### config.mk
export PLATFORM = sky130hd
export DESIGN_NAME = cache_front_end
export DESIGN_NICKNAME = d
export VERILOG_FILES = /design/src/hw/cache_bus_pkg.sv /design/src/hw/cache_cfg_pkg.sv /design/src/hw/cache_front_end.sv
export SDC_FILE = /design/constraint.sdc
export NUM_CORES = 1
export LEC_CHECK = 0
export ABC_AREA = 1
export BUFFER_PORTS_ARGS = -buffer_cell sky130_fd_sc_hd__buf_4
export CAP_MARGIN = 15
export CORE_AREA = 2 2 96 98
export DETAILED_ROUTE_END_ITERATION = 10
export DIE_AREA = 0 0 98 100
export MAX_ROUTING_LAYER = met4
export PLACE_DENSITY = 0.69
export SETUP_SLACK_MARGIN = 0.1
export SYNTH_ARGS = -nofsm -noshare
export SYNTH_HDL_FRONTEND = slang
export SYNTH_SLANG_ARGS = --single-unit
### constraint.sdc
create_clock -name clk -period 5.7 [get_ports clk]
set_input_delay 0.285 -clock clk [delete_from_list [all_inputs] [get_ports clk]]
set_output_delay 0.285 -clock clk [all_outputs]
set_load 0.03 [all_outputs]
### src/hw/cache_bus_pkg.sv
package cache_bus_pkg;

   localparam int DATA_W     = 32;
   localparam int NBYTES     = DATA_W / 8;                   // Byte lanes per word
   localparam int CTRL_REG_W = 3;

   typedef logic [DATA_W-1:0]     data_t;
   typedef logic [NBYTES-1:0]     strb_t;                    // All zero means read
   typedef logic [CTRL_REG_W-1:0] ctrl_reg_t;

   // Controller register map
   localparam ctrl_reg_t REG_READ_HIT   = 3'd0;
   localparam ctrl_reg_t REG_READ_MISS  = 3'd1;
   localparam ctrl_reg_t REG_WRITE_HIT  = 3'd2;
   localparam ctrl_reg_t REG_WRITE_MISS = 3'd3;
   localparam ctrl_reg_t REG_STATUS     = 3'd4;              // Bit 0 empty, bit 1 full
   localparam ctrl_reg_t REG_INVALIDATE = 3'd7;              // Write bit 0 set to flush

endpackage

### src/hw/cache_cfg_pkg.sv
package cache_cfg_pkg;

   // Address geometry of the direct-mapped cache
   localparam int ADDR_W        = 16;                        // Processor word address
   localparam int INDEX_W       = 6;                         // 64 lines
   localparam int OFFSET_W      = 2;                         // 4 words per line
   localparam int TAG_W         = ADDR_W - INDEX_W - OFFSET_W;
   localparam int NLINES        = 1 << INDEX_W;
   localparam int LINE_WORDS    = 1 << OFFSET_W;

   localparam int WTBUF_DEPTH_W = 2;                         // Log2 of buffered writes
   localparam int WTBUF_DEPTH   = 1 << WTBUF_DEPTH_W;

   typedef logic [ADDR_W-1:0]         word_addr_t;
   typedef logic [TAG_W-1:0]          tag_t;
   typedef logic [INDEX_W-1:0]        index_t;
   typedef logic [OFFSET_W-1:0]       offset_t;
   typedef logic [TAG_W+INDEX_W-1:0]  line_addr_t;           // Tag above index

endpackage

### src/hw/cache_front_end.sv
module cache_front_end (
   input  logic                      clk,
   input  logic                      reset,
   input  logic                      req,
   input  logic                      ctrl,
   input  cache_cfg_pkg::word_addr_t addr,
   input  cache_bus_pkg::data_t      wdata,
   input  cache_bus_pkg::strb_t      wstrb,
   output cache_bus_pkg::data_t      rdata,
   output logic                      ack,
   output logic                      mem_side_req,
   output cache_cfg_pkg::word_addr_t mem_side_addr,
   output cache_bus_pkg::data_t      mem_side_wdata,
   output cache_bus_pkg::strb_t      mem_side_wstrb,
   input  cache_bus_pkg::data_t      mem_side_rdata,
   input  logic                      mem_side_ack,
   output logic                      ctrl_req,
   output cache_bus_pkg::ctrl_reg_t  ctrl_sel,
   output cache_bus_pkg::data_t      ctrl_wdata,
   input  cache_bus_pkg::data_t      ctrl_rdata,
   input  logic                      ctrl_ack
);
   import cache_cfg_pkg::*;
   import cache_bus_pkg::*;

   logic       busy;      // Captured request still waits for its ack
   logic       capture;
   logic       ctrl_q;    // Captured request goes to the controller
   word_addr_t addr_q;
   data_t      wdata_q;
   strb_t      wstrb_q;

   // Accept when idle, or in the ack cycle of the previous request
   assign capture = req & (~busy | ack);

   always_ff @(posedge clk) begin
      if (reset) begin
         busy <= 1'b0;
      end else if (capture) begin
         busy <= 1'b1;
      end else if (ack) begin
         busy <= 1'b0;    // Target answered, nothing new
      end
   end

   always_ff @(posedge clk) begin
      if (capture) begin
         ctrl_q  <= ctrl;
         addr_q  <= addr;
         wdata_q <= wdata;
         wstrb_q <= wstrb;
      end
   end

   assign mem_side_req   = busy & ~ctrl_q;
   assign mem_side_addr  = addr_q;
   assign mem_side_wdata = wdata_q;
   assign mem_side_wstrb = wstrb_q;

   assign ctrl_req   = busy & ctrl_q;
   assign ctrl_sel   = addr_q[CTRL_REG_W-1:0];          // Low address bits pick the register
   assign ctrl_wdata = (|wstrb_q) ? wdata_q : '0;       // A read never carries a command

   // Only the addressed target ever acks
   assign ack   = mem_side_ack | ctrl_ack;
   assign rdata = ctrl_q ? ctrl_rdata : mem_side_rdata;

endmodule

==> results.yml <==
sta:
  finalSetupViolations: 0
  max_slew_margin_pct: 27.3
  rsz0062_at_grt: "false"
  fin_setup_tns_ns: 0
  timing.fmax_mhz: 420
  clock_skew_ns: 0.00935
  hold_viol: 0
  finalMaxSlewViolations: 0
  period_share_pct: 41.7
  finalCriticalPeriod_ns: 2.38
  hold_slack_ns: 0.121
  worst_pin_slew_ns: 1.09
floorplan:
  io_pins: 244
  dieArea_mm2: 0.00980
  core_area_mm2: 0.00889
  rows: 35
  die_w_um: 98
  die_y_um: 100
  start_util_pct: 27.8
logic_synthesis:
  synth_ff_type: "edfxtp_1"
  netlist.area_leader.share_pct: 64.3
  syn_area_mm2: 0.00247
  ys_seq_area_share_pct: 65.1
  synth_area_per_cell_um2: 11.8
  async_reset_ff_share_pct: 0
  ys_top_cells_by_count: "edfxtp_1, inv_1, nand2_1"
  syn-num-nets: 332
  synth-edff-count: 53
  yosysWarnings: 0
  synth-seq-cells: 54
  synth_top_area_cell: "edfxtp_1"
  yosysUniqueCellTypes: 17
  ys_top_cells_by_area: "edfxtp_1, a21boi_0, inv_1"
  synth_cells: 210
  yosysMostFrequentCell: "edfxtp_1"
finish:
  register_area_mm2: 0.00161
  fill_cells: 814
  nNetsFinal: 568
  multi_input_area_um2: 603
  area_growth_pct: 78.3
  drive_above_1_share_pct: 58.8
  antennaDiodeCount: 0
detailed_routing:
  wl_per_cell_um: 15.3
  via_per_inst: 4.27
  drtIter0Drc: 70
  num_vias: 2384
  drc: 0
  drtAntennaViolNets: 0
  firstDrtPassIters: 4
  routed_wirelength_mm: 8.57
pwr:
  sw_frac_of_total_pct: 32.4
  p_switching_mw: 0.329
  seqPwrFrac_pct: 46.8
  share_comb_of_total_power_pct: 31.9
  power_leakage_nw: 2.16
  p_int_mw: 0.687
  p_clk_share_pct: 21.3
  p_per_area_mw_per_mm2: 230
  ir_worst_vdd_mv: 0.188
run_status:
  status: "completed"
grt:
  antenna_found_initial: 0
  overflow: 0
  grt_pass1_wl_mm: 12.1
  grt_max_degree: 67
  grt_pass1_vias: 2312
  grt_usage_pct: 16.4
placed_design:
  gp_congestion: 0.775
  hpwl_mm: 6.83
  io_buffer_count: 243
worst_setup_path:
  crit_start: "mem_side_wstrb[3]"
  worstSetupPathType: "register to primary output"
  start_kind: "register"
  required_ns: 5.41
  critPathSlowestCell: "nor2_2"
  cp.depth: 3
  ff2ff_path_depth: 2
  path_buf_inv: 1
  r2r_end: "mem_side_wdata[2]"
  worstPathArrival_ns: 2.09
  cp_slowest_stage_delay_ns: 0.83
  endpoint_kind: "primary output"
  critPathMaxFanout: 32
  critPathTopFamily: "simple AND/OR/NAND/NOR gates"
  worstReg2RegStart: "busy"
  cp-endpoint: "ctrl_wdata[11]"
  ff2ff_setup_slack_ns: 4.22
  crit_path_cell_trace: "nor2_2 > a21boi_0 > buf_4"
hold_path:
  hold_class: "input pin to register"
  min_path_cells: 2
clock_tree:
  cts_made_buffers: 5
  clockBufferDepth: 2
  cts_tree: "built"
  clkTransAtPathRegs_ns: 0.10
  ctsResizeCount: 0
  htreeDepth: 2
  clock_sinks: 54
  ctsHoldBuffers: 0
  post_cts_buffers: 0
  cts-root-buf: "clkbuf_8"
  insertion_delay_ns: 0.30
run:
  max-cap-violations: 0
[logic make-up (layout without fill, tap and decap cells)]
logic type	count (synthesis)	in the layout	synth area share (%)
and+or+nand+nor	38	38	5.97
AOI/OAI and AO/OA	66	66	17.9
DFF	54	54	65.1
buffers and inverters	52	289	11.0
[per-layer routing]
layer	vias up	share of wire, %	global-route usage, %
met5	-	0	-
met4	0	1.1	4.59
met3	6	10	5.85
met2	129	53	28.1
met1	1077	36	18.3
li1	1172	-	-
[worst reg2reg max path: stages, from the launching register on]
cell and delay (ns):
dfxtp_1 0.37, a21oi_4 0.15, buf_4 0.56
[power groups by stage]
stage	Combinational [mW]	Clock, mW	Sequential (mW)
after floorplan	0.128	0	0.527
after global placement	0.323	0	0.484
after detailed placement	0.326	0	0.484
after CTS	0.327	0.221	0.476
after global routing	0.341	0.236	0.479
final	0.324	0.217	0.476
[final cells by class]
cell class	count	area share, %
clock buffer	6	1.64
clock inverter	2	0.284
inverter	36	3.06
multi-input combinational	104	13.7
sequential	54	36.5
tap	111	3.15
timing repair buffer	245	41.7
[state kept, by name (all words and copies together), names as in the netlist]
signal	flops
mem_side_wdata	32
mem_side_addr	16
mem_side_wstrb	4
busy	1
ctrl_q	1
[metrics by stage]
step | total power, mW | util, % | std cells | area (µm²) | worst slack (ns)
floorplan | 0.655 | - | 210 | 2470 | 2.29
global placement | 0.806 | 48.7 | 550 | 4330 | 3.72
detailed placement | 0.810 | 48.7 | 550 | 4330 | 3.58
CTS | 1.02 | 49.6 | 558 | 4410 | 3.23
global route | 1.06 | 49.6 | 558 | 4410 | 3.10
finish | 1.02 | 49.6 | 558 | 4410 | 3.32
[cells in the final DEF, fill, tap and decap left out]
cell	instances
clkbuf_8	5
o21ai_0	23
edfxtp_1	53
a21oi_1	1
nor2_2	2
clkbuf_1	1
nor2_1	2
dfxtp_1	1
o21ai_2	9
nand2_1	34
a21oi_4	1
inv_1	36
a21boi_1	4
a21boi_0	28
inv_6	1
clkinv_1	1
buf_4	245
[worst min path at each step]
stage / start / to / slack, ns
6_report: reset / busy / 0.12
5_1_grt: reset / busy / 0.11
4_1_cts: reset / busy / 0.11
3_5_place_dp: reset / busy / 0.44
3_3_place_gp: reset / busy / 0.44
2_1_floorplan: reset / busy / 0.35
No activity file was read; power rests on OpenSTA's default activity.
