===== src/hw/cache_bus_pkg.sv =====
package cache_bus_pkg;

   localparam int DATA_W     = 32;
   localparam int NBYTES     = DATA_W / 8;                   // Byte lanes per word
   localparam int CTRL_REG_W = 3;

   typedef logic [DATA_W-1:0]     data_t;
   typedef logic [NBYTES-1:0]     strb_t;                    // All zero means read
   typedef logic [CTRL_REG_W-1:0] ctrl_reg_t;

   // Controller register map
   localparam ctrl_reg_t REG_READ_HIT   = 3'd0;
   localparam ctrl_reg_t REG_READ_MISS  = 3'd1;
   localparam ctrl_reg_t REG_WRITE_HIT  = 3'd2;
   localparam ctrl_reg_t REG_WRITE_MISS = 3'd3;
   localparam ctrl_reg_t REG_STATUS     = 3'd4;              // Bit 0 empty, bit 1 full
   localparam ctrl_reg_t REG_INVALIDATE = 3'd7;              // Write bit 0 set to flush

endpackage


===== src/hw/cache_control.sv =====
module cache_control (
   input  logic                     clk,
   input  logic                     reset,
   input  logic                     req,
   input  cache_bus_pkg::ctrl_reg_t sel,
   input  cache_bus_pkg::data_t     wdata,
   output cache_bus_pkg::data_t     rdata,
   output logic                     ack,
   input  logic                     read_hit,
   input  logic                     read_miss,
   input  logic                     write_hit,
   input  logic                     write_miss,
   input  logic                     wtbuf_empty,
   input  logic                     wtbuf_full,
   output logic                     invalidate
);
   import cache_bus_pkg::*;

   data_t      cnt [4];     // Read hit, read miss, write hit, write miss
   logic [3:0] event_in;

   assign event_in = {write_miss, write_hit, read_miss, read_hit};

   // Command is one cycle wide since every access acks at once
   assign invalidate = req & (sel == REG_INVALIDATE) & wdata[0];
   assign ack        = req;

   // Saturating counters, flushed along with the lines
   always_ff @(posedge clk) begin
      for (int i = 0; i < 4; i++) begin
         if (reset | invalidate) begin
            cnt[i] <= '0;
         end else if (event_in[i] && cnt[i] != '1) begin
            cnt[i] <= cnt[i] + 1'b1;
         end
      end
   end

   always_comb begin
      case (sel)
         REG_READ_HIT:   rdata = cnt[0];
         REG_READ_MISS:  rdata = cnt[1];
         REG_WRITE_HIT:  rdata = cnt[2];
         REG_WRITE_MISS: rdata = cnt[3];
         REG_STATUS:     rdata = {{(DATA_W-2){1'b0}}, wtbuf_full, wtbuf_empty};
         default:        rdata = '0;      // Invalidate and spare registers read zero
      endcase
   end

endmodule


===== config.mk =====
export PLATFORM = sky130hd
export DESIGN_NAME = cache_control
export DESIGN_NICKNAME = d
export VERILOG_FILES = /design/src/hw/cache_bus_pkg.sv /design/src/hw/cache_control.sv
export SDC_FILE = /design/constraint.sdc
export NUM_CORES = 1
export LEC_CHECK = 0
export ABC_CLOCK_PERIOD_IN_PS = 3200
export BUFFER_PORTS_ARGS = -buffer_cell sky130_fd_sc_hd__clkbuf_2
export CORE_MARGIN = 8
export CORE_UTILIZATION = 60
export CTS_CLUSTER_SIZE = 10
export DETAILED_ROUTE_END_ITERATION = 8
export PLACE_DENSITY_LB_ADDON = 0.15
export SYNTH_ARGS = -nofsm -noshare
export SYNTH_HDL_FRONTEND = slang
export SYNTH_SLANG_ARGS = --single-unit

===== constraint.sdc =====
create_clock -name clk -period 3.2 [get_ports clk]
set_input_delay 0.32 -clock clk [delete_from_list [all_inputs] [get_ports clk]]
set_output_delay 0.32 -clock clk [all_outputs]
set_load 0.03 [all_outputs]

==> results of run 1 <==
[metal layers]
layer	GRT usage (%)	wire (µm)	up-vias
li1	-	-	2883
met1	30.3	8180	3064
met2	42.5	9850	294
met3	6.41	1730	60
met4	13.0	837	0
met5	0	0	-
[logic make-up (layout without fill, tap and decap cells)]
logic type	Yosys count	after routing	synth area share (%)
AND/OR/NAND/NOR	368	368	24.3
AO/OA/AOI/OAI	80	80	8.94
XOR/XNOR	114	114	12.9
flip-flops	128	128	49.7
adder cells (fa/ha/maj)	4	4	0.647
multiplexers	2	2	0.291
buffers and inverters	53	104	3.30
[power breakdown]
group / switching, µW / internal [µW] / total, µW
Sequential: 173 / 1970 / 2150
Clock: 711 / 1520 / 2230
Combinational: 244 / 147 / 390
Total: 1130 / 3640 / 4770
[layout by cell type (no fill, tap or decap), types with 2 or more instances in the layout]
master and count:
bufinv_16 7, a221o_1 29, nand4_1 39, buf_4 13, nor2b_1 2, a31oi_1 3, nor3_1 21, o21ai_0 4
clkbuf_2 46, o22ai_1 2, a22oi_1 6, ha_1 4, and3_1 16, a21oi_1 3, and4_1 20, or3_1 6
inv_1 12, edfxtp_1 128, nor4_1 15, clkinv_2 6, nor2_1 134, and2_1 5, a22o_1 28, nand3_1 49
xor2_1 61, nand4_2 3, nand2_1 44, mux2_2 2, buf_12 2, xnor2_1 53, clkbuf_16 17, or2_1 2
[stage by stage]
stage	instances	worst slack [ps]	power, µW	util [%]	instance area [µm²]
6_report	972	603	4770	69.7	8800
5_1_grt	972	449	4900	69.7	8800
3_5_place_dp	941	628	2560	64.4	8130
3_3_place_gp	941	684	2540	64.4	8130
4_1_cts	972	608	4780	69.7	8800
2_1_floorplan	749	600	2400	-	7740
[final timing paths]
check | from | endpoint
worst max-delay path | cnt[3][12] | cnt[3][21]
worst min-delay path | write_miss | cnt[3][28]
worst max register to register | cnt[3][12] | cnt[3][21]
worst min register to register | cnt[0][0] | cnt[0][0]
[worst max-delay path, delay by kind of cell (launching register included)]
kind / cells / cell delay [ps]
buffers and inverters: 1 / 240
AO/OA/AOI/OAI: 1 / 470
flip-flops: 1 / 480
AND/OR/NAND/NOR: 4 / 1130
[area by class of cell]
type | count | area [µm²] | area share, %
clock inverter | 14 | 244 | 2.77
timing repair buffer | 61 | 368 | 4.18
clock buffer | 17 | 425 | 4.84
inverter | 12 | 45.0 | 0.512
sequential | 128 | 3840 | 43.7
tap | 172 | 215 | 2.45
multi-input combinational | 568 | 3660 | 41.6
==> results.py, run 1 <==
metrics = {
    "floorplanning": {
        "die_w_um": 130,
        "die_h_um": 130,
        "die-area_um2": 16800,
        "coreArea_um2": 12600,
        "num_rows": 41,
        "ios": 78,
        "start_util_pct": 61.3,
    },
    "pwr": {
        "max-vdd-ir-drop_v": 0.000417,
        "power_density_nw_per_um2": 542,
        "power.leakage_uw": 0.00309,
    },
    "cts": {
        "clock_latency_ps": 420,
        "numCtsBuffers": 17,
        "post_cts_resized": 0,
        "cts-root-buf": "clkbuf_16",
        "clk_pin_slew_ps": 60,
        "tritoncts": "built",
        "cts_setup_buffers": 0,
        "holdBufCountCts": 0,
        "cts.sinks": 128,
        "h-tree-depth": 4,
        "clock_path_buffers": 2,
    },
    "global_routing": {
        "antenna_found_initial": 0,
        "grt_pass1_wl_mm": 32.7,
        "grt_max_degree": 31,
        "grt_usage_pct": 25.6,
        "grt_pass1_vias": 6259,
        "overflow": 0,
    },
    "route": {
        "wl_per_cell_um": 21.2,
        "via_per_inst": 6.48,
        "dr.pass1.iters": 5,
        "drtIter0Drc": 979,
        "drc": 0,
        "ant_nets": 0,
        "drt-total-wl_mm": 20.6,
        "vias": 6301,
    },
    "synth": {
        "yosysSeqAreaShare_pct": 49.7,
        "synth_edf_count": 128,
        "synth_warnings": 0,
        "ys.flop_type": "edfxtp_1",
        "yosysMostFrequentCell": "nor2_1",
        "synth.largest_area_cell": "edfxtp_1",
        "synth_top_area_share_pct": 49.7,
        "synthCells": 749,
        "ys_top_cells_by_count": "nor2_1 (134), edfxtp_1 (128), xor2_1 (61)",
        "synth_fp_nets": 797,
        "synth_area_leaders": "edfxtp_1 (50%), xor2_1 (6.9%), nor2_1 (6.5%)",
        "yosysUniqueCellTypes": 46,
        "async_flop_share_pct": 0,
        "synthesis.area_um2": 7740,
        "syn_avg_cell_area_um2": 10.3,
        "ys_ff_latch": 128,
    },
    "sta": {
        "rsz0062_at_grt": "no",
        "finalSetupTns_ps": 0,
        "fin_skew_ps": 6.51,
        "slew-limit-headroom_pct": 40.0,
        "drv_slew": 0,
        "tightest_slew_ps": 892,
        "finalCritPeriodShare_pct": 81.2,
        "fin_crit_ps": 2600,
        "fmax_ghz": 0.385,
        "fin_hold_ws_ps": 291,
        "finalSetupViolCount": 0,
        "hold_violations": 0,
    },
    "finish": {
        "drive_gt1_share_pct": 13.4,
        "nets": 836,
        "largest_reg_flops": 128,
        "antenna_cells": 0,
        "area_growth_pct": 13.7,
        "regMostFlops": "cnt",
        "fillers": 959,
        "reg_top3": "cnt: 128 flops",
    },
    "placement": {
        "dp_hpwl_mm": 14.9,
        "place.gp.congestion": 0.928,
        "portBuffers": 46,
    },
    "worst_setup_path": {
        "crit_chain": "nand3_1 > or3_1 > nor2_1 > nand3_1 > a211o_1 > buf_12",
        "ff2ff_path_depth": 6,
        "cpMostUsedCell": "nand3_1",
        "cp.arrival_ps": 2770,
        "cp_slowest_stage_delay_ps": 530,
        "criticalPathCategory": "flop to flop",
        "worst-endpoint-required_ps": 3380,
        "r2r_slack_ps": 600,
        "end_kind": "flop",
        "critPathMaxFanout": 24,
        "start_kind": "flop",
        "cp_slowest_cell": "or3_1",
    },
    "flow_run": {
        "cap_violations": 0,
    },
    "min_path": {
        "worstHoldPathType": "primary input to flop",
        "hold_path_depth": 3,
    },
    "outcome": {
        "outcome": "finished clean",
    },
}
(Power assumes the default switching activity.)
==> inputs of run 2 (changes only) <==
--- a/config.mk
+++ b/config.mk
@@ -5,10 +5,10 @@
 export SDC_FILE = /design/constraint.sdc
 export NUM_CORES = 1
 export LEC_CHECK = 0
-export ABC_CLOCK_PERIOD_IN_PS = 3200
+export ABC_CLOCK_PERIOD_IN_PS = 2300
 export BUFFER_PORTS_ARGS = -buffer_cell sky130_fd_sc_hd__clkbuf_2
 export CORE_MARGIN = 8
-export CORE_UTILIZATION = 60
+export CORE_UTILIZATION = 54
 export CTS_CLUSTER_SIZE = 10
 export DETAILED_ROUTE_END_ITERATION = 8
 export PLACE_DENSITY_LB_ADDON = 0.15
==> constraint.sdc (replaced) <==
create_clock -name clk -period 2.3 [get_ports clk]
set_input_delay 0.23 -clock clk [delete_from_list [all_inputs] [get_ports clk]]
set_output_delay 0.23 -clock clk [all_outputs]
set_load 0.03 [all_outputs]
==> run 2 against run 1 <==
Clock power rose by 26%. Count of clock-buffer cells in the layout rose by 1. Die area rose by 9.7%. Global-route usage fell by 2.2 points. Final cell count rose by 5.0%. Non-clock buffer count rose by 39.
==> results.py, run 2 (synthesis gave the netlist of run 1 again) <==
metrics = {
    "flow_run": {
        "cap_violations": 0,
    },
    "floorplanning": {
        "coreArea_um2": 13900,
        "die-area_um2": 18400,
        "ios": 78,
        "num_rows": 43,
        "start_util_pct": 55.5,
        "die_h_um": 136,
        "die_w_um": 136,
    },
    "finish": {
        "final_common_cell": "nor2_1",
        "area_growth_pct": 17.9,
        "regMostFlops": "cnt",
        "reg_top3": "cnt: 128 flops",
        "largest_reg_flops": 128,
        "final_util_pct": 65.5,
        "nets": 876,
        "final_cell_mix": "nor2_1 (133), edfxtp_1 (128), xor2_1 (61), xnor2_1 (53), nand3_1 (49)",
        "antenna_cells": 0,
        "drive_gt1_share_pct": 17.8,
    },
    "route": {
        "drtIter0Drc": 681,
        "dr.pass1.iters": 5,
        "ant_nets": 0,
        "drt-total-wl_mm": 21.5,
        "via_per_inst": 6.34,
        "drc": 0,
        "vias": 6477,
        "wl_per_cell_um": 21.0,
    },
    "worst_setup_path": {
        "worst-endpoint-required_ps": 2430,
        "criticalPathCategory": "flop to flop",
        "critPathMaxFanout": 16,
        "start_kind": "flop",
        "cp.arrival_ps": 2320,
        "end_kind": "flop",
    },
    "placement": {
        "post-place-ws_ps": 78.8,
        "place.gp.congestion": 0.886,
        "dp_hpwl_mm": 15.3,
        "portBuffers": 46,
    },
    "cts": {
        "h-tree-depth": 4,
        "post_cts_resized": 0,
        "clock_latency_ps": 430,
        "clock_path_buffers": 2,
        "cts-root-buf": "clkbuf_16",
        "holdBufCountCts": 0,
        "cts_setup_buffers": 0,
        "numCtsBuffers": 17,
        "tritoncts": "built",
        "clk_pin_slew_ps": 60,
        "cts.sinks": 128,
    },
    "pwr": {
        "power_density_nw_per_um2": 701,
        "max-vdd-ir-drop_v": 0.000543,
        "power.leakage_uw": 0.00328,
    },
    "sta": {
        "fin_skew_ps": 7.74,
        "slew-limit-headroom_pct": 59.4,
        "finalSetupTns_ps": 0,
        "hold_violations": 0,
        "finalCritPeriodShare_pct": 95.2,
        "tightest_slew_ps": 603,
        "rsz0062_at_grt": "no",
        "finalSetupViolCount": 0,
        "fmax_ghz": 0.457,
        "drv_slew": 0,
        "fin_crit_ps": 2190,
        "worst_slack_ps": 111,
    },
    "global_routing": {
        "grt_pass1_wl_mm": 33.0,
        "grt_usage_pct": 23.4,
        "grt_pass1_vias": 6169,
        "overflow": 0,
        "grt_max_degree": 33,
        "antenna_found_initial": 0,
    },
    "outcome": {
        "outcome": "finished clean",
    },
    "min_path": {
        "worstHoldPathType": "primary input to flop",
    },
}
## run 2: final timing paths
kind | slack [ps] | from | to | depth (start not counted)
max | 110 | cnt[3][16] | cnt[3][0] | 5
min | 190 | write_hit | cnt[2][28] | 3
max reg2reg | 110 | cnt[3][16] | cnt[3][0] | 5
min reg2reg | 650 | cnt[2][0] | cnt[2][0] | 1
## run 2: cell type report
class | instances | area, µm²
fillers | 1079 | 4810
flip-flops and latches | 128 | 3840
multi-input cells | 569 | 3700
repair buffers | 100 | 711
clock buffers | 18 | 429
well taps | 180 | 225
clock inverters | 14 | 171
inverters | 12 | 45.0
## run 2: power by group
| group | internal, µW | leakage [µW] | switching (µW) |
|---|---|---|---|
| Sequential | 2740 | 0.00142 | 196 |
| Combinational | 253 | 0.00156 | 394 |
| Clock | 1790 | 0.000292 | 1020 |
## run 2: metal layers
layer	wire [µm]	GRT usage (%)	part of all wire [%]
met1	8360	28.4	39
met4	760	11.0	3.5
met3	2020	6.45	9.4
met2	10300	37.8	48
met5	0	0	0
## run 2: worst max-delay path, cell delays in order, from the launching register on
cell and delay [ps]:
edfxtp_1 410, nand3_1 160, or3_1 430, nor2_2 220, nand3_1 170, a211o_2 500
## run 2: stage by stage
step / power [µW] / hold WS (ps) / area, µm² / cells
5_1_grt: 6560 / 212 / 9120 / 1021
3_5_place_dp: 3620 / 624 / 8500 / 988
6_report: 6400 / 193 / 9120 / 1021
2_1_floorplan: 3330 / 468 / 7760 / 749
4_1_cts: 6410 / 176 / 9100 / 1020
3_3_place_gp: 3590 / 613 / 8500 / 988
==> inputs of run 3 (changes only) <==
--- a/config.mk
+++ b/config.mk
@@ -5,10 +5,10 @@
 export SDC_FILE = /design/constraint.sdc
 export NUM_CORES = 1
 export LEC_CHECK = 0
-export ABC_CLOCK_PERIOD_IN_PS = 2300
+export ABC_CLOCK_PERIOD_IN_PS = 2700
 export BUFFER_PORTS_ARGS = -buffer_cell sky130_fd_sc_hd__clkbuf_2
 export CORE_MARGIN = 8
-export CORE_UTILIZATION = 54
+export CORE_UTILIZATION = 65
 export CTS_CLUSTER_SIZE = 10
 export DETAILED_ROUTE_END_ITERATION = 8
 export PLACE_DENSITY_LB_ADDON = 0.15
==> constraint.sdc (replaced) <==
create_clock -name clk -period 2.7 [get_ports clk]
set_input_delay 0.27 -clock clk [delete_from_list [all_inputs] [get_ports clk]]
set_output_delay 0.27 -clock clk [all_outputs]
set_load 0.03 [all_outputs]
==> run 3 against run 2 <==
Clock skew shrank 3.2 ps. Final cell count is 6.6% lower. Die area fell by 15%. Sequential power is 14% lower. Utilization grew 8.2 points. Non-clock buffer count shrank 33. Critical path depth up 1. Hold slack gained 42 ps. First-iteration DRC count is 11% higher. Count of clock-buffer cells in the layout is 6 higher. Flip-flop and latch count is the same. Fmax shrank 8.9%. Largest power group unchanged.
==> results.py, run 3 (synthesis gave the netlist of run 1 again) <==
metrics = {
    "global_routing": {
        "grt_pass1_vias": 6031,
        "overflow": 0,
        "grt_pass1_wl_mm": 31.8,
        "grt_max_degree": 31,
        "antenna_found_initial": 0,
        "grt_usage_pct": 26.2,
    },
    "pwr": {
        "p_sw_share_pct": 25.8,
        "p_switching_uw": 1310,
        "pwr-share-comb_pct": 9.4,
        "power.leakage_uw": 0.00305,
        "p_int_uw": 3770,
        "p_total_uw": 5080,
        "power_frac_clock_pct": 40.7,
        "p_seq_share_pct": 50.0,
        "power_density_nw_per_um2": 584,
        "max-vdd-ir-drop_v": 0.000428,
    },
    "finish": {
        "drive_gt1_share_pct": 13.1,
        "largest_reg_flops": 128,
        "final_cell_mix": "nor2_1 (134), edfxtp_1 (128), xor2_1 (61), xnor2_1 (53), nand3_1 (49)",
        "antenna_cells": 0,
        "fillers": 833,
        "regMostFlops": "cnt",
        "fin_area_um2": 8700,
        "nets": 842,
        "final_common_cell": "nor2_1",
        "area_growth_pct": 12.4,
        "reg_top3": "cnt: 128 flops",
    },
    "floorplanning": {
        "start_util_pct": 65.5,
        "ios": 78,
        "coreArea_um2": 11800,
        "die_h_um": 125,
        "die_w_um": 125,
        "die-area_um2": 15700,
        "num_rows": 40,
    },
    "min_path": {
        "worstHoldPathType": "primary input to flop",
    },
    "route": {
        "drtIter0Drc": 754,
        "dr.pass1.iters": 7,
        "via_per_inst": 6.58,
        "drc": 0,
        "vias": 6282,
        "drt-total-wl_mm": 20.6,
        "wl_per_cell_um": 21.6,
        "ant_nets": 0,
    },
    "sta": {
        "tightest_slew_ps": 757,
        "fin_skew_ps": 4.55,
        "finalSetupViolCount": 0,
        "fin_crit_ps": 2400,
        "finalCritPeriodShare_pct": 89.0,
        "hold_violations": 0,
        "finalSetupTns_ps": 0,
        "slew-limit-headroom_pct": 49.1,
        "rsz0062_at_grt": "no",
        "fmax_ghz": 0.416,
        "drv_slew": 0,
    },
    "worst_setup_path": {
        "critPathMaxFanout": 16,
        "cp.arrival_ps": 2570,
        "worst-endpoint-required_ps": 2870,
        "cp.buffers_inverters": 1,
        "crit_chain": "nand3_1 > or3_1 > nor2_1 > nand3_1 > a211o_1 > buf_4",
        "end_kind": "flop",
        "cp_slowest_stage_delay_ps": 540,
        "start_kind": "flop",
        "cp_top_family": "simple AND/OR/NAND/NOR gates",
        "cp_slowest_cell": "or3_1",
        "cpMostUsedCell": "nand3_1",
        "criticalPathCategory": "flop to flop",
    },
    "placement": {
        "place.gp.congestion": 0.902,
        "dp_hpwl_mm": 14.8,
        "placed_area_um2": 8180,
        "portBuffers": 46,
    },
    "cts": {
        "numCtsBuffers": 17,
        "cts.sinks": 128,
        "clock_path_buffers": 2,
        "h-tree-depth": 4,
        "tritoncts": "built",
        "cts-root-buf": "clkbuf_16",
        "clk_pin_slew_ps": 50,
        "clock_latency_ps": 430,
        "post_cts_resized": 0,
        "holdBufCountCts": 0,
        "cts_setup_buffers": 0,
    },
    "outcome": {
        "outcome": "finished clean",
    },
    "flow_run": {
        "cap_violations": 0,
    },
}
-- run 3: stage by stage --
stage / instances / setup slack (ps) / util (%) / hold WS (ps)
floorplan: 749 / 100 / - / 508
global placement: 922 / 383 / 69.2 / 619
detailed placement: 922 / 337 / 69.2 / 630
CTS: 954 / 330 / 73.6 / 221
global route: 954 / 143 / 73.6 / 239
finish: 954 / 296 / 73.6 / 235
-- run 3: final timing paths --
check        startpoint    endpoint  slack (ps)  cells past startpoint
max          cnt[3][12]  cnt[3][14]         300                      6
min          write_miss  cnt[3][28]         240                      3
max reg2reg  cnt[3][12]  cnt[3][14]         300                      6
min reg2reg   cnt[2][0]   cnt[2][0]         650                      1
-- run 3: power by group through the flow --
stage          clock, µW  sequential, µW  combinational (µW)
6_report            2070            2540                 476
5_1_grt             2150            2550                 511
4_1_cts             2080            2530                 470
3_5_place_dp           0            2570                 467
3_3_place_gp           0            2560                 455
2_1_floorplan          0            2500                 342
-- run 3: worst min-delay path, delay by kind of cell --
| family | cells | cell delay [ps] |
|---|---|---|
| buf+inv | 1 | 90 |
| simple gates | 2 | 180 |
-- run 3: final cells by class --
class / count / area [µm²] / area share [%]
clock buffer: 24 / 452 / 5.19
timing repair buffer: 67 / 450 / 5.18
multi-input combinational: 568 / 3660 / 42.0
clock inverter: 8 / 65.1 / 0.748
inverter: 12 / 45.0 / 0.518
tap: 147 / 184 / 2.12
sequential: 128 / 3840 / 44.2
-- run 3: layer usage --
| layer | GRT usage, % | wire [µm] | up-vias |
|---|---|---|---|
| met4 | 10.6 | 633 | 0 |
| li1 | - | - | 2898 |
| met3 | 10.0 | 2010 | 45 |
| met2 | 43.7 | 10300 | 275 |
| met5 | 0 | 0 | - |
| met1 | 29.6 | 7700 | 3064 |
