**src/hw/cache_bus_pkg.sv**
```systemverilog
package cache_bus_pkg;

   localparam int DATA_W     = 32;
   localparam int NBYTES     = DATA_W / 8;                   // Byte lanes per word
   localparam int CTRL_REG_W = 3;

   typedef logic [DATA_W-1:0]     data_t;
   typedef logic [NBYTES-1:0]     strb_t;                    // All zero means read
   typedef logic [CTRL_REG_W-1:0] ctrl_reg_t;

   // Controller register map
   localparam ctrl_reg_t REG_READ_HIT   = 3'd0;
   localparam ctrl_reg_t REG_READ_MISS  = 3'd1;
   localparam ctrl_reg_t REG_WRITE_HIT  = 3'd2;
   localparam ctrl_reg_t REG_WRITE_MISS = 3'd3;
   localparam ctrl_reg_t REG_STATUS     = 3'd4;              // Bit 0 empty, bit 1 full
   localparam ctrl_reg_t REG_INVALIDATE = 3'd7;              // Write bit 0 set to flush

endpackage

```
**src/hw/cache_cfg_pkg.sv**
```systemverilog
package cache_cfg_pkg;

   // Address geometry of the direct-mapped cache
   localparam int ADDR_W        = 16;                        // Processor word address
   localparam int INDEX_W       = 6;                         // 64 lines
   localparam int OFFSET_W      = 2;                         // 4 words per line
   localparam int TAG_W         = ADDR_W - INDEX_W - OFFSET_W;
   localparam int NLINES        = 1 << INDEX_W;
   localparam int LINE_WORDS    = 1 << OFFSET_W;

   localparam int WTBUF_DEPTH_W = 2;                         // Log2 of buffered writes
   localparam int WTBUF_DEPTH   = 1 << WTBUF_DEPTH_W;

   typedef logic [ADDR_W-1:0]         word_addr_t;
   typedef logic [TAG_W-1:0]          tag_t;
   typedef logic [INDEX_W-1:0]        index_t;
   typedef logic [OFFSET_W-1:0]       offset_t;
   typedef logic [TAG_W+INDEX_W-1:0]  line_addr_t;           // Tag above index

endpackage

```
**src/hw/cache_ifc.sv**
```systemverilog
// Write channel, buffer head towards the memory bus
interface cache_wr_if;
   import cache_cfg_pkg::*;
   import cache_bus_pkg::*;

   logic       req;     // Buffer holds at least one write
   word_addr_t addr;
   data_t      wdata;
   strb_t      wstrb;
   logic       ack;     // Bus accepted the head, pop it

   modport source (output req, addr, wdata, wstrb, input ack);
   modport sink   (input req, addr, wdata, wstrb, output ack);
endinterface

// Refill channel, one word of a line per transfer
interface cache_refill_if;
   import cache_cfg_pkg::*;
   import cache_bus_pkg::*;

   logic       req;
   line_addr_t line;    // Line being filled
   offset_t    offset;  // Word within the line
   data_t      rdata;   // Valid with ack
   logic       ack;

   modport source (output req, line, offset, input rdata, ack);
   modport sink   (input req, line, offset, output rdata, ack);
endinterface

```
**src/hw/cache_back_end.sv**
```systemverilog
module cache_back_end (
   input  logic                      clk,
   input  logic                      reset,
   cache_wr_if.sink                  wr,
   cache_refill_if.sink              refill,
   output logic                      mem_req,
   output cache_cfg_pkg::word_addr_t mem_addr,
   output cache_bus_pkg::data_t      mem_wdata,
   output cache_bus_pkg::strb_t      mem_wstrb,
   input  cache_bus_pkg::data_t      mem_rdata,
   input  logic                      mem_ack
);

   typedef enum logic [1:0] {IDLE, WRITE_GNT, REFILL_GNT} state_t;

   state_t state;

   // Fixed priority, the write channel first
   always_ff @(posedge clk) begin
      if (reset) begin
         state <= IDLE;
      end else begin
         case (state)
            IDLE: begin
               if (wr.req) begin
                  state <= WRITE_GNT;
               end else if (refill.req) begin
                  state <= REFILL_GNT;
               end
            end
            default: begin
               if (mem_ack) state <= IDLE;   // Bus free again next cycle
            end
         endcase
      end
   end

   // Bus fields latched at grant, held until mem_ack
   always_ff @(posedge clk) begin
      if (state == IDLE) begin
         if (wr.req) begin
            mem_addr  <= wr.addr;
            mem_wdata <= wr.wdata;
            mem_wstrb <= wr.wstrb;
         end else begin
            mem_addr  <= {refill.line, refill.offset};   // Word address of the fill
            mem_wstrb <= '0;                             // Read
         end
      end
   end

   assign mem_req = (state != IDLE);

   // Acks go back to the granted channel only
   assign wr.ack       = (state == WRITE_GNT) & mem_ack;
   assign refill.ack   = (state == REFILL_GNT) & mem_ack;
   assign refill.rdata = mem_rdata;

endmodule

```
**src/flat_wrapper.sv**
```systemverilog
// flat-port wrapper written by rule: the top's interface ports become plain ports
module cache_back_end_flat 
  (clk, reset, mem_req, mem_addr, mem_wdata, mem_wstrb, mem_rdata, mem_ack, wr_req, wr_addr, wr_wdata, wr_wstrb, wr_ack, refill_req, refill_line, refill_offset, refill_rdata, refill_ack);
  cache_wr_if wr_i ();
  cache_refill_if refill_i ();
  input  logic clk;
  input  logic reset;
  output logic mem_req;
  output cache_cfg_pkg::word_addr_t mem_addr;
  output cache_bus_pkg::data_t mem_wdata;
  output cache_bus_pkg::strb_t mem_wstrb;
  input  cache_bus_pkg::data_t mem_rdata;
  input  logic mem_ack;
  input wire logic [$bits(wr_i.req)-1:0] wr_req;
  input wire logic [$bits(wr_i.addr)-1:0] wr_addr;
  input wire logic [$bits(wr_i.wdata)-1:0] wr_wdata;
  input wire logic [$bits(wr_i.wstrb)-1:0] wr_wstrb;
  output wire logic [$bits(wr_i.ack)-1:0] wr_ack;
  input wire logic [$bits(refill_i.req)-1:0] refill_req;
  input wire logic [$bits(refill_i.line)-1:0] refill_line;
  input wire logic [$bits(refill_i.offset)-1:0] refill_offset;
  output wire logic [$bits(refill_i.rdata)-1:0] refill_rdata;
  output wire logic [$bits(refill_i.ack)-1:0] refill_ack;
  assign wr_i.req = wr_req;
  assign wr_i.addr = wr_addr;
  assign wr_i.wdata = wr_wdata;
  assign wr_i.wstrb = wr_wstrb;
  assign wr_ack = wr_i.ack;
  assign refill_i.req = refill_req;
  assign refill_i.line = refill_line;
  assign refill_i.offset = refill_offset;
  assign refill_rdata = refill_i.rdata;
  assign refill_ack = refill_i.ack;
  cache_back_end u_core (.clk(clk), .reset(reset), .wr(wr_i), .refill(refill_i), .mem_req(mem_req), .mem_addr(mem_addr), .mem_wdata(mem_wdata), .mem_wstrb(mem_wstrb), .mem_rdata(mem_rdata), .mem_ack(mem_ack));
endmodule
```
**config.mk**
```make
export PLATFORM = sky130hd
export DESIGN_NAME = cache_back_end_flat
export DESIGN_NICKNAME = d
export VERILOG_FILES = /design/src/hw/cache_bus_pkg.sv /design/src/hw/cache_cfg_pkg.sv /design/src/hw/cache_ifc.sv /design/src/hw/cache_back_end.sv /design/src/flat_wrapper.sv
export SDC_FILE = /design/constraint.sdc
export NUM_CORES = 1
export LEC_CHECK = 0
export ABC_AREA = 0
export BUFFER_PORTS_ARGS = -buffer_cell sky130_fd_sc_hd__buf_2
export CORE_ASPECT_RATIO = 0.5
export CORE_UTILIZATION = 33
export CTS_BUF_LIST = sky130_fd_sc_hd__clkbuf_16
export DETAILED_ROUTE_END_ITERATION = 12
export GPL_TIMING_DRIVEN = 0
export PLACE_DENSITY = 0.75
export SLEW_MARGIN = 20
export SYNTH_ARGS = -nofsm -noshare
export SYNTH_HDL_FRONTEND = slang
export SYNTH_SLANG_ARGS = --single-unit
export TNS_END_PERCENT = 5
```
**constraint.sdc**
```tcl
create_clock -name clk -period 3.5 [get_ports clk]
set_clock_uncertainty 0.15 [all_clocks]
set_input_delay 0.7 -clock clk [delete_from_list [all_inputs] [get_ports clk]]
set_output_delay 0.7 -clock clk [all_outputs]
set_load 0.01 [all_outputs]
```
==> results.py, run 1 <==
metrics = {
    "outcome": {
        "outcome": "finished, final reports clean",
    },
    "clocking": {
        "htreeDepth": 2,
        "cts_tree": "built",
        "clk_pin_slew_worst_paths_ns": 0.07,
        "cts_buffer_depth": 2,
        "cts_sinks": 54,
        "post_cts_buffers": 0,
        "hold_buffers": 0,
        "clk_latency_ns": 0.28,
        "cts_resized": 0,
        "root_buffer": "clkbuf_16",
        "numCtsBuffers": 5,
    },
    "drt": {
        "drtPass1Iterations": 4,
        "drc": 0,
        "viasPerCell": 4.154,
        "vias": 1566,
        "drt_iter0_drc": 43,
        "ant_nets": 0,
        "wl_mm": 4.725,
        "wl_per_cell_um": 12.53,
    },
    "setup_path": {
        "timing.rr.start": "u_core.state[1]",
        "criticalPathCategory": "flip-flop to output port",
        "cp_data_required_time_ns": 2.65,
        "crit_end": "mem_req",
        "cp_slowest_stage_delay_ns": 0.42,
        "critPathMaxFanout": 14,
        "rr_worst_depth": 3,
        "slowest_stage": "nor2_2",
        "path_cells": "nor2_2 > buf_8 > inv_1 > buf_2",
        "crit_family": "simple AND/OR/NAND/NOR gates",
        "cp_data_arrival_time_ns": 1.49,
        "path_buf_inv": 3,
        "worst-path-stages": 4,
        "rr_endpoint": "u_core.mem_wdata[6]",
        "ff2ff_setup_slack_ns": 1.81,
        "cp-end-kind": "output port",
        "start_kind": "flip-flop",
        "crit_start": "u_core.state[1]",
    },
    "finish": {
        "layout-drive-gt1-share_pct": 77.16,
        "fin_cells": 377,
        "final_cell_mix": "buf_2, edfxtp_1, buf_4",
        "n_fill_cell": 520,
        "mostFrequentLayoutCell": "buf_2",
        "antennaDiodeCount": 0,
        "num-nets-final": 393,
        "area_growth_pct": 53.33,
    },
    "global_routing": {
        "grt_max_degree": 19,
        "overflow": 0,
        "grt_pass1_wl_mm": 6.624,
        "antenna_found_initial": 0,
        "grt_use_total_pct": 13.02,
        "grt_pass1_vias": 1534,
    },
    "placement": {
        "place.gp.congestion": 0.7704,
        "dp_slack_ns": 1.375,
        "placed_cells": 369,
        "io_buffers": 159,
        "place.detailed.hpwl_mm": 3.954,
    },
    "floorplanning": {
        "die_w_um": 115.5,
        "ios": 192,
        "rows": 20,
        "coreArea_mm2": 0.006131,
        "die-area_mm2": 0.006787,
        "die_h_um": 58.76,
        "floorplan.initialDensity_pct": 34.67,
    },
    "worst_hold_path": {
        "hold_path.class": "primary input to flip-flop",
    },
    "timing": {
        "worst_pin_slew_ns": 0.4590,
        "slew_violations": 0,
        "timing.final.ws_setup_ns": 1.162,
        "fmax_ghz": 0.4277,
        "fin_crit_ns": 2.338,
        "fin_setup_tns_ns": 0,
        "finalCritPeriodShare_pct": 66.80,
        "relSlewSlack_pct": 69.37,
        "rsz0062_at_grt": "false",
        "setup_viol": 0,
        "hold_violations": 0,
    },
    "logic_synthesis": {
        "synth_cell_types": 16,
        "avgSynthCellArea_um2": 17.86,
        "syn_area_mm2": 0.002126,
        "synthCells": 119,
        "yosys_warnings": 0,
        "syn-num-nets": 224,
        "synth-seq-cells": 54,
        "yosysSeqAreaShare_pct": 75.34,
        "synth_top_area_share_pct": 73.45,
        "yosysTopAreaCell": "edfxtp_1",
        "synth.area.top_cells": "edfxtp_1, buf_4, mux2_2",
    },
    "power": {
        "vdd_drop_max_v": 0.0002106,
        "power_density_mw_per_mm2": 486.3,
        "p_leak_nw": 1.536,
    },
    "flow_run": {
        "drv_cap": 0,
    },
}
worst register-to-register path, delay by kind of cell, from the launching register on:
kind,cells,cell delay [ns]
and+or+nand+nor,1,0.46
buffers and inverters,2,0.41
DFF,1,0.39
cells by family (layout without fill, tap and decap cells):
family          Yosys count  after routing  share of synthesized area, %
flops                    54             54                         75.34
compound gates            2              2                        0.7061
simple gates             12             12                         3.532
mux                      16             16                         8.475
buf+inv                  35            205                         11.95
per-stage QoR:
step                      cell area, um^2  hold WS (ns)  total power, W  utilization, %
after global routing                 3259        0.4223        0.001652           53.16
final                                3259        0.4318        0.001585           53.16
after detailed placement             3087        0.4416        0.001046           50.35
after CTS                            3259        0.4276        0.001607           53.16
after global placement               3037        0.3619        0.001027           49.53
after floorplan                      2131        0.3476       0.0009172               -
worst min-delay path by stage:
| stage | start | to | slack, ns | depth (start not counted) |
|---|---|---|---|---|
| global route | wr_wdata[28] | u_core.mem_wdata[28] | 0.42 | 1 |
| global placement | u_core.state[1] | u_core.state[1] | 0.36 | 2 |
| finish | reset | u_core.state[1] | 0.43 | 2 |
| CTS | wr_wdata[13] | u_core.mem_wdata[13] | 0.43 | 1 |
| detailed placement | u_core.state[1] | u_core.state[1] | 0.44 | 2 |
| floorplan | u_core.state[1] | u_core.state[1] | 0.35 | 2 |
layer usage:
| layer | GRT usage (%) | routed length [um] |
|---|---|---|
| met5 | 0 | 0 |
| met4 | 5.009 | 21 |
| met3 | 3.913 | 386 |
| met2 | 27.63 | 2877 |
| met1 | 11.59 | 1440 |
area by class of cell:
cell class,count,area [um^2],share of cell area (%)
flip-flops and latches,54,1602,49.14
repair buffers,162,837.1,25.68
multi-input cells,30,284.0,8.714
plain buffers,34,250.2,7.678
clock buffers,5,125.1,3.839
well taps,88,110.1,3.378
clock inverters,3,47.55,1.459
inverters,1,3.754,0.1152
synth_stat cells (all sizes together):
cell / instances
nor3b: 1
buf: 34
nand2: 1
nor2: 2
and3b: 1
and2: 4
o21ba: 1
mux2: 16
nor2b: 1
nand2b: 1
or4b: 1
a21oi: 1
dfxtp: 2
inv: 1
edfxtp: 52
report_power, final:
group / internal, W / leakage [nW] / switching [W]
Combinational: 0.000125 / 0.924 / 0.000112
Clock: 0.000342 / 0.0848 / 0.000216
Sequential: 0.000776 / 0.527 / 0.0000145
registers in the layout (all words and copies together), names as in the netlist:
signal            cells
u_core.mem_wdata     32
u_core.state          2
u_core.mem_addr      16
u_core.mem_wstrb      4
Power figures use the tool's default switching activity.
==> run 2: changes to the inputs <==
==> constraint.sdc (replaced) <==
create_clock -name clk -period 2.1 [get_ports clk]
set_clock_uncertainty 0.15 [all_clocks]
set_input_delay 0.42 -clock clk [delete_from_list [all_inputs] [get_ports clk]]
set_output_delay 0.42 -clock clk [all_outputs]
set_load 0.01 [all_outputs]
==> run 2 against run 1 <==
First-iteration DRC count is 7.0% lower. Critical path depth is 1 lower. Final cell count is 0.27% lower. Non-clock buffer count is 1 lower. Sequential cell count stayed put. Via count is 1.5% lower. Global-route usage is 1.5 points higher. Largest cell class unchanged. Highest routed layer unchanged.
==> results.py, run 2 (synthesis results as in run 1) <==
metrics = {
    "finish": {
        "stdcell_area_mm2": 0.003221,
        "mostFrequentLayoutCell": "buf_2",
        "final_cell_mix": "buf_2, edfxtp_1, buf_4",
        "reg_top3": "u_core.mem_wdata: 32 flops, u_core.mem_addr: 16 flops, u_core.mem_wstrb: 4 flops",
        "antennaDiodeCount": 0,
        "fin_cells": 376,
        "num-nets-final": 392,
        "area_growth_pct": 51.50,
        "regMostFlops": "u_core.mem_wdata",
        "largest_reg_flops": 32,
        "layout-drive-gt1-share_pct": 76.74,
        "utilization_pct": 52.53,
    },
    "global_routing": {
        "overflow": 0,
        "grt_pass1_vias": 1547,
        "antenna_found_initial": 0,
        "grt_pass1_wl_mm": 7.196,
        "grt_use_total_pct": 14.57,
        "grt_max_degree": 19,
    },
    "floorplanning": {
        "ios": 192,
        "floorplan.initialDensity_pct": 34.67,
        "coreArea_mm2": 0.006131,
        "die_w_um": 115.5,
        "die-area_mm2": 0.006787,
        "rows": 20,
        "die_h_um": 58.76,
    },
    "power": {
        "p_leak_nw": 1.512,
        "power_density_mw_per_mm2": 772.2,
        "swShare_pct": 22.22,
        "seqPwrFrac_pct": 53.1,
        "vdd_drop_max_v": 0.0003778,
        "power.switching_w": 0.0005526,
        "comb_power_share_pct": 15.8,
        "internal_power_w": 0.001934,
        "clkPwrFrac_pct": 31.1,
    },
    "placement": {
        "io_buffers": 159,
        "dpl_cell_area_mm2": 0.003072,
        "placed_cells": 368,
        "dp_slack_ns": 0.1452,
        "place.gp.congestion": 0.8031,
    },
    "drt": {
        "drc": 0,
        "vias": 1543,
        "ant_nets": 0,
        "drt_iter0_drc": 40,
        "wl_mm": 5.083,
        "drtPass1Iterations": 4,
        "viasPerCell": 4.104,
        "wl_per_cell_um": 13.52,
    },
    "setup_path": {
        "cp_data_arrival_time_ns": 1.27,
        "critPathMaxFanout": 12,
        "criticalPathCategory": "flip-flop to output port",
        "start_kind": "flip-flop",
        "cp-end-kind": "output port",
        "cp_data_required_time_ns": 1.53,
    },
    "timing": {
        "hold_violations": 0,
        "rsz0062_at_grt": "false",
        "worst_pin_slew_ns": 0.7892,
        "finalCritPeriodShare_pct": 87.47,
        "slew_violations": 0,
        "fmax_ghz": 0.5444,
        "whs_ns": 0.1539,
        "timing.final.ws_setup_ns": 0.2630,
        "relSlewSlack_pct": 47.33,
        "setup_viol": 0,
        "fin_crit_ns": 1.837,
    },
    "clocking": {
        "htreeDepth": 2,
        "cts_resized": 0,
        "numCtsBuffers": 5,
        "clk_latency_ns": 0.28,
        "cts_sinks": 54,
        "post_cts_buffers": 0,
        "root_buffer": "clkbuf_16",
        "hold_buffers": 0,
        "cts_buffer_depth": 2,
        "clk_pin_slew_worst_paths_ns": 0.06,
        "cts_tree": "built",
    },
    "flow_run": {
        "drv_cap": 0,
    },
    "worst_hold_path": {
        "hold_path.class": "primary input to flip-flop",
    },
    "outcome": {
        "outcome": "finished, final reports clean",
    },
}
-- run 2: changes by cell type in the layout (fill, tap and decap cells not counted) --
cell | previous run | this run
buf_8 | 2 | 1
clkinvlp_4 | 0 | 2
nor2_2 | 1 | 0
inv_6 | 2 | 0
nor2_4 | 0 | 1
inv_1 | 1 | 2
bufinv_16 | 1 | 0
-- run 2: final timing paths --
| kind | startpoint | to | slack (ns) | cells past startpoint |
|---|---|---|---|---|
| setup / recovery | u_core.state[1] | mem_req | 0.26 | 3 |
| hold / removal | reset | u_core.state[1] | 0.15 | 2 |
| setup reg to reg | u_core.state[1] | u_core.mem_wdata[16] | 0.29 | 2 |
| hold reg to reg | u_core.state[1] | u_core.state[1] | 0.45 | 2 |
-- run 2: layout make-up --
cell class,instances,area [um^2]
plain buffers,34,250.2
clock buffers,5,125.1
clock inverters,3,18.77
fillers,545,2910
inverters,1,3.754
multi-input cells,30,289.0
flip-flops and latches,54,1602
well taps,88,110.1
repair buffers,161,822.0
-- run 2: routing by layer --
layer,track usage [%],vias to the layer above,wire length (um)
met5,0,-,0
met4,4.453,0,34
met3,4.325,2,371
met2,32.25,82,3101
met1,12.37,724,1576
li1,-,735,-
-- run 2: worst max-delay path, stage by stage, from the launching register on --
cell and delay [ns]:
dfxtp_1 0.40, nor2_4 0.36, inv_1 0.09, buf_2 0.15
-- run 2: through the flow --
stage / TNS (ns) / power, W
floorplan: 0 / 0.001530
global placement: -6.743 / 0.001719
detailed placement: 0 / 0.001744
CTS: 0 / 0.002522
global route: 0 / 0.002597
finish: 0 / 0.002487
-- run 2: power by group through the flow --
stage	Combinational, W	Clock (W)	Sequential (W)
floorplan	0.000136	0	0.00139
global placement	0.000378	0	0.00134
detailed placement	0.000399	0	0.00135
CTS	0.000400	0.000801	0.00132
global route	0.000425	0.000841	0.00133
finish	0.000393	0.000773	0.00132
==> run 3: changes to the inputs <==
--- a/config.mk
+++ b/config.mk
@@ -7,12 +7,13 @@
 export LEC_CHECK = 0
 export ABC_AREA = 0
 export BUFFER_PORTS_ARGS = -buffer_cell sky130_fd_sc_hd__buf_2
+export CAP_MARGIN = 20
 export CORE_ASPECT_RATIO = 0.5
 export CORE_UTILIZATION = 33
 export CTS_BUF_LIST = sky130_fd_sc_hd__clkbuf_16
 export DETAILED_ROUTE_END_ITERATION = 12
 export GPL_TIMING_DRIVEN = 0
-export PLACE_DENSITY = 0.75
+export PLACE_DENSITY_LB_ADDON = 0.2
 export SLEW_MARGIN = 20
 export SYNTH_ARGS = -nofsm -noshare
 export SYNTH_HDL_FRONTEND = slang
==> run 3 against run 2 <==
Highest routed layer unchanged. Largest power group unchanged. Via count decreased by 0.78%. Worst setup slack worse by 0.15 ns. Clock power rose by 0.8%. Sequential share of layout area is 0.21 points lower.
==> results.py, run 3 (synthesis results as in run 1) <==
metrics = {
    "outcome": {
        "outcome": "finished, final reports clean",
    },
    "floorplanning": {
        "rows": 20,
        "die_w_um": 115.5,
        "ios": 192,
        "floorplan.initialDensity_pct": 34.67,
        "coreArea_mm2": 0.006131,
        "die-area_mm2": 0.006787,
        "die_h_um": 58.76,
    },
    "setup_path": {
        "cp_data_arrival_time_ns": 1.41,
        "rr_endpoint": "u_core.mem_wdata[8]",
        "critPathMaxFanout": 11,
        "ff2ff_setup_slack_ns": 0.34,
        "criticalPathCategory": "flip-flop to output port",
        "slowest_stage": "dfxtp_1",
        "crit_start": "u_core.state[1]",
        "path_cells": "nor2_4 > buf_6 > inv_1 > buf_2",
        "rr_worst_depth": 3,
        "cp-end-kind": "output port",
        "start_kind": "flip-flop",
        "cp_slowest_stage_delay_ns": 0.40,
        "timing.rr.start": "u_core.state[1]",
        "cp_data_required_time_ns": 1.53,
    },
    "clocking": {
        "hold_buffers": 0,
        "cts_sinks": 54,
        "cts_tree": "built",
        "cts_buffer_depth": 2,
        "root_buffer": "clkbuf_16",
        "htreeDepth": 2,
        "clk_pin_slew_worst_paths_ns": 0.06,
        "numCtsBuffers": 5,
        "post_cts_buffers": 0,
        "clk_latency_ns": 0.28,
        "cts_resized": 1,
    },
    "timing": {
        "fmax_ghz": 0.5045,
        "rsz0062_at_grt": "false",
        "slew_violations": 0,
        "setup_viol": 0,
        "fin_crit_ns": 1.982,
        "relSlewSlack_pct": 63.58,
        "worst_pin_slew_ns": 0.5457,
        "hold_violations": 0,
        "finalCritPeriodShare_pct": 94.39,
        "fin_setup_tns_ns": 0,
        "timing.final.ws_setup_ns": 0.1179,
    },
    "placement": {
        "dp_slack_ns": 0.2070,
        "io_buffers": 159,
        "place.detailed.hpwl_mm": 3.905,
        "place.gp.congestion": 0.7403,
        "dpl_cell_area_mm2": 0.003087,
    },
    "drt": {
        "drt_iter0_drc": 53,
        "wl_met2_mm": 2.778,
        "drc": 0,
        "wl_per_cell_um": 12.58,
        "wl_mm": 4.744,
        "viasPerCell": 4.061,
        "vias": 1531,
        "ant_nets": 0,
        "wl_met1_mm": 1.585,
        "met3_length_um": 351,
        "drtPass1Iterations": 2,
        "top_layer_used": "met4",
    },
    "global_routing": {
        "grt_use_total_pct": 13.68,
        "grt_pass1_wl_mm": 6.865,
        "grt_max_degree": 17,
        "grt_pass1_vias": 1524,
        "overflow": 0,
        "antenna_found_initial": 0,
    },
    "finish": {
        "stdcell_area_mm2": 0.003234,
        "antennaDiodeCount": 0,
        "num-nets-final": 393,
        "largest_reg_flops": 32,
        "layout-drive-gt1-share_pct": 76.82,
        "area_growth_pct": 52.15,
        "utilization_pct": 52.76,
        "mostFrequentLayoutCell": "buf_2",
        "n_fill_cell": 542,
        "regMostFlops": "u_core.mem_wdata",
        "reg_top3": "u_core.mem_wdata: 32 flops, u_core.mem_addr: 16 flops, u_core.mem_wstrb: 4 flops",
        "final_cell_mix": "buf_2, edfxtp_1, buf_4",
    },
    "power": {
        "swShare_pct": 22.25,
        "finalPower_w": 0.002494,
        "power.switching_w": 0.0005548,
        "p_leak_nw": 1.527,
        "power_density_mw_per_mm2": 771.0,
        "comb_power_share_pct": 15.8,
        "vdd_drop_max_v": 0.0003504,
        "clkPwrFrac_pct": 31.2,
        "internal_power_w": 0.001939,
        "seqPwrFrac_pct": 52.9,
    },
    "worst_hold_path": {
        "worstHoldPathCells": 2,
        "hold_path_end": "u_core.state[1]",
        "min-delay-start": "reset",
        "hold_path.class": "primary input to flip-flop",
    },
    "flow_run": {
        "drv_cap": 0,
    },
}
run 3: worst max path at each step:
stage	end	slack, ns	depth (start not counted)
4_1_cts	mem_req	0.08	4
3_5_place_dp	u_core.mem_wdata[8]	0.21	4
6_report	mem_req	0.12	4
3_3_place_gp	mem_req	-0.40	3
2_1_floorplan	mem_req	0.05	2
5_1_grt	mem_req	0.04	4
run 3: area by class of cell:
cell class	count	area (um^2)	area share, %
Sequential cell	54	1602	49.52
Timing Repair Buffer	162	837.1	25.88
Multi-Input combinational cell	30	289.0	8.936
Buffer	34	250.2	7.737
Clock buffer	5	125.1	3.868
Tap cell	88	110.1	3.404
Clock inverter	3	17.52	0.5416
Inverter	1	3.754	0.1161
run 3: metrics by stage:
stage          instances  hold WS, ns
2_1_floorplan        119       0.3391
3_3_place_gp         366       0.3896
3_5_place_dp         369       0.4269
4_1_cts              377       0.1461
5_1_grt              377       0.1433
6_report             377       0.1526
run 3: worst max-delay path: cells and delay by family, from the launching register on:
| kind | cells | cell delay (ns) |
|---|---|---|
| flip-flops | 1 | 0.40 |
| AND/OR/NAND/NOR | 1 | 0.34 |
| buffers and inverters | 3 | 0.39 |
run 3: metal layers:
layer / track usage (%) / vias to the layer above
li1: - / 738
met1: 14.07 / 718
met2: 27.29 / 73
met3: 3.708 / 2
met4: 4.453 / 0
met5: 0 / -
run 3: power groups by stage:
stage / logic, W / clock network, W / registers (W)
after floorplan: 0.000136 / 0 / 0.00139
after global placement: 0.000377 / 0 / 0.00134
after detailed placement: 0.000403 / 0 / 0.00134
after CTS: 0.000405 / 0.000811 / 0.00132
after global routing: 0.000429 / 0.000846 / 0.00133
final: 0.000395 / 0.000779 / 0.00132
